**config.mk**
```make
export PLATFORM = sky130hd
export DESIGN_NAME = dma_write_top
export DESIGN_NICKNAME = d
export VERILOG_FILES = /design/src/design/dma_pkg.sv /design/src/design/dma_fifo.sv /design/src/design/dma_write_dest_fsm.sv /design/src/design/dma_write_top.sv
export VERILOG_INCLUDE_DIRS = /design/src /design/src/design
export SDC_FILE = /design/constraint.sdc
export NUM_CORES = 2
export LEC_CHECK = 0
export ABC_AREA = 0
export BUFFER_PORTS_ARGS = -buffer_cell sky130_fd_sc_hd__buf_2
export CORE_MARGIN = 4
export CORE_UTILIZATION = 64
export CTS_BUF_LIST = sky130_fd_sc_hd__clkbuf_2 sky130_fd_sc_hd__clkbuf_4 sky130_fd_sc_hd__clkbuf_8
export CTS_CLUSTER_DIAMETER = 80
export CTS_CLUSTER_SIZE = 30
export DETAILED_ROUTE_END_ITERATION = 12
export GPL_ROUTABILITY_DRIVEN = 0
export PLACE_DENSITY = 0.86
export SLEW_MARGIN = 20
export SYNTH_ARGS = -nofsm -noshare
export SYNTH_HDL_FRONTEND = slang
export SYNTH_HIERARCHICAL = 1
export SYNTH_SLANG_ARGS = --single-unit
```
**constraint.sdc**
```tcl
create_clock -name clk -period 4.6 [get_ports clk]
set_input_delay 0 -clock clk [delete_from_list [all_inputs] [get_ports clk]]
set_output_delay 0 -clock clk [all_outputs]
set_load 0.02 [all_outputs]
```
**src/design/dma_consts.svh**
```systemverilog
// ========================================
// widths, limits and FIFO depths of the
// DMA write engine.
// ========================================
`ifndef DMA_CONSTS_SVH
`define DMA_CONSTS_SVH

// address and data path.
`define DMA_ADDR_W 32
`define DMA_DATA_W 64

// descriptor length in beats, burst limits.
`define DMA_LENGTH_W 12
`define DMA_MAX_BURST 16
`define DMA_BURST_LEN_W 8

`define DMA_PERF_W 32

// queue depths.
`define DMA_DESC_DEPTH 4
`define DMA_DATA_DEPTH 32

`endif

```
**src/design/dma_pkg.sv**
```systemverilog
// ========================================
// descriptor, beat and response types, and
// the write FSM state encoding.
// ========================================
`include "dma_consts.svh"

package dma_pkg;

   typedef struct packed {
      logic [`DMA_ADDR_W-1:0]   dest_addr;
      logic [`DMA_LENGTH_W-1:0] length;
   } t_dma_descriptor;

   typedef logic [`DMA_DATA_W-1:0] t_dma_data;

   typedef enum logic [1:0] {
      OKAY   = 2'b00,
      EXOKAY = 2'b01,
      SLVERR = 2'b10,
      DECERR = 2'b11
   } t_axi_resp;

   // ========================================
   // write FSM states, one-hot.
   // ========================================
   typedef enum int {
      IDLE_BIT,
      ADDR_SETUP_BIT,
      WRITE_DATA_BIT,
      WAIT_RSP_BIT,
      ERROR_BIT
   } t_wr_state_idx;

   typedef enum logic [4:0] {
      IDLE       = 5'b1 << IDLE_BIT,
      ADDR_SETUP = 5'b1 << ADDR_SETUP_BIT,
      WRITE_DATA = 5'b1 << WRITE_DATA_BIT,
      WAIT_RSP   = 5'b1 << WAIT_RSP_BIT,
      ERROR      = 5'b1 << ERROR_BIT
   } t_wr_state;

   // only incrementing bursts are issued.
   localparam logic [1:0] AXI_BURST_INCR = 2'b01;

endpackage

```
**src/design/dma_fifo.sv**
```systemverilog
// ========================================
// first-word-fall-through synchronous FIFO
// ========================================
module dma_fifo #(
   parameter type item_t = logic,
   parameter int  DEPTH  = 4
) (
   input  logic  clk,
   input  logic  reset_n,
   input  logic  push,
   input  item_t push_data,
   input  logic  pop,
   output item_t pop_data,
   output logic  not_empty,
   output logic  full
);

   localparam int PTR_W = (DEPTH > 1) ? $clog2(DEPTH) : 1;
   localparam int CNT_W = $clog2(DEPTH + 1);

   item_t            mem [DEPTH];
   logic [PTR_W-1:0] wr_ptr;
   logic [PTR_W-1:0] rd_ptr;
   logic [CNT_W-1:0] count;

   // wrap at DEPTH, so any depth works.
   function automatic logic [PTR_W-1:0] ptr_inc(input logic [PTR_W-1:0] ptr);
      if (ptr == PTR_W'(DEPTH - 1))
         return '0;
      return ptr + 1'b1;
   endfunction

   always_ff @(posedge clk) begin
      if (push)
         mem[wr_ptr] <= push_data;
   end

   always_ff @(posedge clk) begin
      if (!reset_n) begin
         wr_ptr <= '0;
         rd_ptr <= '0;
         count  <= '0;
      end else begin
         if (push)
            wr_ptr <= ptr_inc(wr_ptr);
         if (pop)
            rd_ptr <= ptr_inc(rd_ptr);
         case ({push, pop})
            2'b10:   count <= count + 1'b1;
            2'b01:   count <= count - 1'b1;
            default: count <= count;
         endcase
      end
   end

   // head item is always visible.
   assign pop_data  = mem[rd_ptr];
   assign not_empty = (count != '0);
   assign full      = (count == CNT_W'(DEPTH));

   a_no_push_full: assert property (@(posedge clk) disable iff (!reset_n)
      push |-> !full);
   a_no_pop_empty: assert property (@(posedge clk) disable iff (!reset_n)
      pop |-> not_empty);

endmodule

```
**src/design/dma_write_dest_fsm.sv**
```systemverilog
// ========================================
// burst-splitting write FSM with status and
// performance counters.
// ========================================
`include "dma_consts.svh"

module dma_write_dest_fsm (
   input  logic                        clk,
   input  logic                        reset_n,
   input  logic                        desc_not_empty,
   input  dma_pkg::t_dma_descriptor    desc,
   output logic                        desc_pop,
   input  logic                        data_not_empty,
   input  dma_pkg::t_dma_data          data,
   output logic                        data_pop,
   output logic                        aw_valid,
   input  logic                        aw_ready,
   output logic [`DMA_ADDR_W-1:0]      aw_addr,
   output logic [`DMA_BURST_LEN_W-1:0] aw_len,
   output logic [2:0]                  aw_size,
   output logic [1:0]                  aw_burst,
   output logic                        w_valid,
   input  logic                        w_ready,
   output dma_pkg::t_dma_data          w_data,
   output logic                        w_last,
   input  logic                        b_valid,
   output logic                        b_ready,
   input  dma_pkg::t_axi_resp          b_resp,
   input  logic                        clear_error,
   output logic                        done,
   output logic                        busy,
   output logic                        error,
   output dma_pkg::t_wr_state          state,
   output logic [`DMA_PERF_W-1:0]      perf_clk_cnt,
   output logic [`DMA_PERF_W-1:0]      perf_beat_cnt
);
   import dma_pkg::*;

   localparam int BEAT_CNT_W = $clog2(`DMA_MAX_BURST + 1);
   localparam int BYTE_SHIFT = $clog2(`DMA_DATA_W / 8);

   t_wr_state                next_state;
   logic [`DMA_LENGTH_W-1:0] beats_remaining;
   logic [BEAT_CNT_W-1:0]    burst_beats_left;
   logic [BEAT_CNT_W-1:0]    first_beats;
   logic [BEAT_CNT_W-1:0]    next_beats;
   logic [`DMA_ADDR_W-1:0]   next_addr;
   logic                     start_desc;
   logic                     aw_fire;
   logic                     w_fire;
   logic                     b_fire;
   logic                     rsp_ok;
   logic                     rsp_err;
   logic                     last_beat;
   logic                     next_burst;
   logic                     desc_complete;

   // beats in one burst, capped at the burst limit.
   function automatic logic [BEAT_CNT_W-1:0] burst_beats(
      input logic [`DMA_LENGTH_W-1:0] beats
   );
      if (beats >= `DMA_MAX_BURST)
         return BEAT_CNT_W'(`DMA_MAX_BURST);
      return beats[BEAT_CNT_W-1:0];
   endfunction

   // ========================================
   // handshakes and burst arithmetic
   // ========================================
   assign aw_fire   = aw_valid & aw_ready;
   assign w_fire    = w_valid & w_ready;
   assign b_fire    = b_valid & b_ready;
   assign last_beat = w_fire & w_last;
   assign rsp_ok    = b_fire & ((b_resp == OKAY) | (b_resp == EXOKAY));
   assign rsp_err   = b_fire & ((b_resp == SLVERR) | (b_resp == DECERR));

   assign start_desc    = state[IDLE_BIT] & desc_not_empty;
   assign next_burst    = state[WAIT_RSP_BIT] & rsp_ok & (beats_remaining != '0);
   assign desc_complete = state[WAIT_RSP_BIT] & rsp_ok & (beats_remaining == '0);

   assign first_beats = burst_beats(desc.length);
   assign next_beats  = burst_beats(beats_remaining);
   // step past the burst just written.
   assign next_addr   = aw_addr + ((`DMA_ADDR_W'(aw_len) + 1'b1) << BYTE_SHIFT);

   // ========================================
   // state register and next state
   // ========================================
   always_ff @(posedge clk) begin
      if (!reset_n)
         state <= IDLE;
      else
         state <= next_state;
   end

   always_comb begin
      next_state = state;
      unique case (1'b1)
         state[IDLE_BIT]: begin
            if (desc_not_empty)
               next_state = ADDR_SETUP;
         end
         state[ADDR_SETUP_BIT]: begin
            if (aw_fire)
               next_state = WRITE_DATA;
         end
         state[WRITE_DATA_BIT]: begin
            if (last_beat)
               next_state = WAIT_RSP;
         end
         state[WAIT_RSP_BIT]: begin
            if (next_burst)
               next_state = ADDR_SETUP;
            else if (desc_complete)
               next_state = IDLE;
            else if (rsp_err)
               next_state = ERROR;
         end
         state[ERROR_BIT]: begin
            if (clear_error)
               next_state = IDLE;
         end
         default: next_state = IDLE;
      endcase
   end

   // beat bookkeeping and counters.
   always_ff @(posedge clk) begin
      if (!reset_n) begin
         beats_remaining  <= '0;
         burst_beats_left <= '0;
         perf_clk_cnt     <= '0;
         perf_beat_cnt    <= '0;
      end else begin
         if (start_desc) begin
            beats_remaining  <= desc.length - `DMA_LENGTH_W'(first_beats);
            burst_beats_left <= first_beats;
            perf_clk_cnt     <= '0;
            perf_beat_cnt    <= '0;
         end else if (next_burst) begin
            beats_remaining  <= beats_remaining - `DMA_LENGTH_W'(next_beats);
            burst_beats_left <= next_beats;
         end
         if (state[WRITE_DATA_BIT]) begin
            perf_clk_cnt <= perf_clk_cnt + 1'b1;
            if (w_fire) begin
               perf_beat_cnt    <= perf_beat_cnt + 1'b1;
               burst_beats_left <= burst_beats_left - 1'b1;
            end
         end
      end
   end

   // burst fields, loaded one cycle ahead of aw_valid.
   always_ff @(posedge clk) begin
      if (start_desc) begin
         aw_addr <= desc.dest_addr;
         aw_len  <= `DMA_BURST_LEN_W'(first_beats) - 1'b1;
      end else if (next_burst) begin
         aw_addr <= next_addr;
         aw_len  <= `DMA_BURST_LEN_W'(next_beats) - 1'b1;
      end
   end

   // ========================================
   // outputs
   // ========================================
   assign aw_valid = state[ADDR_SETUP_BIT];
   assign aw_size  = 3'(BYTE_SHIFT);
   assign aw_burst = AXI_BURST_INCR;

   assign w_valid  = state[WRITE_DATA_BIT] & data_not_empty;
   assign w_data   = data;
   assign w_last   = state[WRITE_DATA_BIT] & (burst_beats_left == BEAT_CNT_W'(1));
   assign data_pop = w_fire;

   assign b_ready  = 1'b1;
   // pop on completion, or drop the failed descriptor.
   assign desc_pop = desc_complete | (state[ERROR_BIT] & clear_error);
   assign done     = desc_complete;
   assign busy     = ~state[IDLE_BIT];
   assign error    = state[ERROR_BIT];

   a_aw_stable: assert property (@(posedge clk) disable iff (!reset_n)
      aw_valid && !aw_ready |=> aw_valid && $stable(aw_addr) && $stable(aw_len));
   a_w_hold: assert property (@(posedge clk) disable iff (!reset_n)
      w_valid && !w_ready |=> w_valid && $stable(w_data));
   a_state_onehot: assert property (@(posedge clk) disable iff (!reset_n)
      $onehot(state));

endmodule

```
**src/design/dma_write_top.sv**
```systemverilog
// ========================================
// DMA write engine top level.
// ========================================
`include "dma_consts.svh"

module dma_write_top (
   input  logic                        clk,
   input  logic                        reset_n,
   input  logic                        desc_push,
   input  logic [`DMA_ADDR_W-1:0]      desc_dest_addr,
   input  logic [`DMA_LENGTH_W-1:0]    desc_length,
   output logic                        desc_full,
   input  logic                        data_push,
   input  dma_pkg::t_dma_data          data_in,
   output logic                        data_full,
   output logic                        aw_valid,
   input  logic                        aw_ready,
   output logic [`DMA_ADDR_W-1:0]      aw_addr,
   output logic [`DMA_BURST_LEN_W-1:0] aw_len,
   output logic [2:0]                  aw_size,
   output logic [1:0]                  aw_burst,
   output logic                        w_valid,
   input  logic                        w_ready,
   output dma_pkg::t_dma_data          w_data,
   output logic                        w_last,
   input  logic                        b_valid,
   output logic                        b_ready,
   input  dma_pkg::t_axi_resp          b_resp,
   input  logic                        clear_error,
   output logic                        done,
   output logic                        busy,
   output logic                        error,
   output dma_pkg::t_wr_state          state,
   output logic [`DMA_PERF_W-1:0]      perf_clk_cnt,
   output logic [`DMA_PERF_W-1:0]      perf_beat_cnt
);
   import dma_pkg::*;

   t_dma_descriptor desc_in;
   t_dma_descriptor desc_head;
   logic            desc_not_empty;
   logic            desc_pop;
   t_dma_data       data_head;
   logic            data_not_empty;
   logic            data_pop;

   assign desc_in = '{dest_addr: desc_dest_addr, length: desc_length};

   // ========================================
   // descriptor and data queues
   // ========================================
   dma_fifo #(
      .item_t (t_dma_descriptor),
      .DEPTH  (`DMA_DESC_DEPTH)
   ) u_desc_fifo (
      .clk       (clk),
      .reset_n   (reset_n),
      .push      (desc_push),
      .push_data (desc_in),
      .pop       (desc_pop),
      .pop_data  (desc_head),
      .not_empty (desc_not_empty),
      .full      (desc_full)
   );

   dma_fifo #(
      .item_t (t_dma_data),
      .DEPTH  (`DMA_DATA_DEPTH)
   ) u_data_fifo (
      .clk       (clk),
      .reset_n   (reset_n),
      .push      (data_push),
      .push_data (data_in),
      .pop       (data_pop),
      .pop_data  (data_head),
      .not_empty (data_not_empty),
      .full      (data_full)
   );

   dma_write_dest_fsm u_wr_fsm (
      .clk            (clk),
      .reset_n        (reset_n),
      .desc_not_empty (desc_not_empty),
      .desc           (desc_head),
      .desc_pop       (desc_pop),
      .data_not_empty (data_not_empty),
      .data           (data_head),
      .data_pop       (data_pop),
      .aw_valid       (aw_valid),
      .aw_ready       (aw_ready),
      .aw_addr        (aw_addr),
      .aw_len         (aw_len),
      .aw_size        (aw_size),
      .aw_burst       (aw_burst),
      .w_valid        (w_valid),
      .w_ready        (w_ready),
      .w_data         (w_data),
      .w_last         (w_last),
      .b_valid        (b_valid),
      .b_ready        (b_ready),
      .b_resp         (b_resp),
      .clear_error    (clear_error),
      .done           (done),
      .busy           (busy),
      .error          (error),
      .state          (state),
      .perf_clk_cnt   (perf_clk_cnt),
      .perf_beat_cnt  (perf_beat_cnt)
   );

endmodule

```
==> metrics <==
average cell area after synthesis about 19 sq um; Root Buffer clkbuf_8; Post-synth EDFFs 2262; GRT Total Usage 29.1%; synthesized area around 93000 sq um; Power Density around 350 nW/um^2; mux contribution to synthesized area a little over an eighth; adder-cell area share of the yosys netlist less than 1%; final WL 221 mm; Hold Slack approximately 0.12 ns; MaxCap Viol Count 0; post-route cell area 101000 sq um; GR Overflow Total 0; FFs w/ async S/R, synth 0%; Max Slew Vio Count 0; die span in x slightly below 400 microns; ys flop type edfxtp_1; Crit path largest cell delay around 1.1 ns; Synth Warn # 6; LEAKAGE roughly 31 nW; Yosys top cell area share between 70 and 80%; Synth Area in XOR/XNOR 0.516%; simple-gate share of the synthesized area between 3 and 4%; initial antenna violation count 11; RSZ-0062 raised after global routing no; Initial DRC Count about 6800; Fmax ~230 MHz; Detailed Routing Iterations Pass 1 6; minimum clock period around 4.3 ns; Fin. Hold Viols 0; share of layout cells above drive strength 1 approximately a fifth; CP max FO between 50 and 60; CP most frequent cell buf_4; vias per cell about 7; clk sinks about 2400; Synth cell types 94; Die Ht approximately 390 microns; crit-path cells buf_4 -> buf_4 -> nor4_2 -> a22oi_1 -> nand4_1 -> a211oi_1 -> buf_2; hold crit path type primary input to register; Setup violations, final 0; worst vdd ir approximately 0.34 mV; filler instances roughly 8300; Synth area leader edfxtp_1; Initial Util between 60% and 70%; CP required 4.60 ns; CP endpoint kind primary output; H-tree lvl count 3; Core Util, Final about 70%; WL/cell just over 30 microns; FF+latch count, synth roughly 2400; period utilisation layout roughly 94%; Post-DRT Antenna Nets 0; sequential fraction of the synthesis area 75.2%; num rows approximately 140; clock-pin slew on the worst setup and hold paths 0.15 ns; largest family of logic cells by synthesized area multiplexers; R2R setup slack 0.88 ns; Clock Tree Buf Depth 3; status complete, no violations; Gate Count Post-Synth 4824; CTS buffer count 99; CP Class register to primary output; Slew @ Worst Pin 1.18 ns; final clock skew around 0.048 ns; CP Launch Type register; CTS tree done; final net count about 5300; Post-CTS Setup Repair Bufs 0; Worst Path Arrival roughly 4.3 ns; setup TNS 0 ns; ranking of synthesized cells by area edfxtp_1 73%, mux4_2 9.4%, mux2i_1 3.7%; Slew headroom a little over a fifth; Synth Area in Compound Gates under 10%; # IOs between 300 and 400; vias in the first global route 49900; largest net degree at the start of global routing 110; CP max-delay cell dfxtp_4; Worst-Skew Late Latency just over 0.9 ns; area post-placement roughly 97000 sq um; drc violations 0; HPWL after detailed placement 125 mm; I/O Buffers between 200 and 300; core area 144000 sq um; area added between synthesis and finish 7.82%; DR vias 49500; first-pass GRT wire length around 330 mm; Die ar. around 150000 sq um
==> cells in the mapped netlist, types with 11 or more instances <==
master,number
a211oi_1,16
a21oi_1,65
a221oi_1,82
a22oi_1,157
a31oi_1,11
and2_1,39
and3_1,36
buf_1,13
buf_2,67
buf_4,116
buf_6,19
clkbuf_1,110
dfxtp_1,116
edfxtp_1,2262
ha_1,33
inv_1,29
mux2_2,19
mux2i_1,345
mux4_2,391
nand2_1,147
nand2b_1,14
nand3_1,58
nand3b_1,12
nand4_1,78
nor2_1,123
nor2b_1,15
nor3_1,24
o211ai_1,11
o21ai_0,129
o21ai_1,21
o22ai_1,24
o31ai_1,12
or3_1,18
xnor2_1,28
xor2_1,27
==> critical path: cells and delay by family, from the launching register on <==
kind | cells | cell delay [ns]
flip-flops | 1 | 1.12
AND/OR/NAND/NOR | 2 | 0.39
AO/OA/AOI/OAI | 2 | 0.67
buffers and inverters | 3 | 1.20
==> final cells by class <==
type	instances	area (sq um)	share of cell area, %
timing repair buffer	583	4450	4.41
sequential	2378	70300	69.7
antenna	7	17.5	0.0174
inverter	31	119	0.118
multi-input combinational	2091	21500	21.3
clock buffer	110	1450	1.44
clock inverter	44	599	0.595
tap	1903	2380	2.36
==> placed cells by master (no fill, tap or decap), drive strengths merged, types with 16 or more instances in the layout <==
| master | instances |
|---|---|
| a211oi | 16 |
| a21oi | 65 |
| a221oi | 82 |
| a22oi | 157 |
| and2 | 40 |
| and3 | 36 |
| buf | 413 |
| clkbuf | 110 |
| dfxtp | 116 |
| dlygate4sd3 | 170 |
| edfxtp | 2262 |
| ha | 33 |
| inv | 54 |
| mux2 | 19 |
| mux2i | 345 |
| mux4 | 395 |
| nand2 | 147 |
| nand3 | 63 |
| nand4 | 81 |
| nor2 | 124 |
| nor3 | 26 |
| o21ai | 150 |
| o22ai | 24 |
| or3 | 18 |
| xnor2 | 28 |
| xor2 | 27 |
==> sequential cells by signal (all words and copies together) (netlist names), named ones only <==
register	cells
u_data_fifo/wr_ptr	5
u_desc_fifo/rd_ptr	2
u_wr_fsm/state	5
u_wr_fsm/burst_beats_left	5
u_wr_fsm/perf_clk_cnt	32
u_wr_fsm/aw_addr	32
u_data_fifo/mem	2048
u_desc_fifo/wr_ptr	2
u_desc_fifo/count	3
u_data_fifo/rd_ptr	5
u_desc_fifo/mem	176
u_data_fifo/count	6
u_wr_fsm/beats_remaining	12
u_wr_fsm/aw_len	6
u_wr_fsm/perf_beat_cnt	32
==> metrics by stage <==
step,worst slack (ns),total power (W),std cells
floorplan,0.374,0.0257,4830
global placement,1.09,0.0263,6816
detailed placement,0.996,0.0264,6816
CTS,0.187,0.0349,7140
global route,0.142,0.0360,7143
finish,0.289,0.0349,7147
==> report_power, final <==
| group | switching, W | internal (W) |
|---|---|---|
| clock network | 0.00615 | 0.00261 |
| registers | 0.000169 | 0.0240 |
| logic | 0.00134 | 0.000646 |
| total | 0.00765 | 0.0272 |
==> kinds of logic (layout without fill, tap and decap cells) <==
group / Yosys count / after routing
multiplexers: 759 / 759
flip-flops: 2378 / 2378
buffers and inverters: 361 / 768
other: 2 / 15
AO/OA/AOI/OAI: 599 / 599
adder cells (fa/ha/maj): 35 / 35
XOR/XNOR: 55 / 55
AND/OR/NAND/NOR: 635 / 635
==> path summary, 6_finish.rpt <==
check	from	endpoint	cells after the start
hold reg to reg	u_wr_fsm/perf_beat_cnt[31]	u_wr_fsm/perf_beat_cnt[31]	1
hold / removal	data_in[49]	u_data_fifo/mem[18][49]	2
setup / recovery	register	w_data[11]	7
setup reg to reg	register	u_wr_fsm/beats_remaining[10]	11
==> what timing repair did <==
action | in CTS | in global routing
hold buffers | 170 | 0
resized for setup | 0 | 0
hold endpoints to repair | 2504 | 0
==> layer usage <==
metal,GRT usage [%],part of all wire [%]
met4,11.3,4.3
met1,39.1,34
met5,0,0.0073
met2,48.1,50
met3,5.34,11
(Power assumes the default switching activity.)
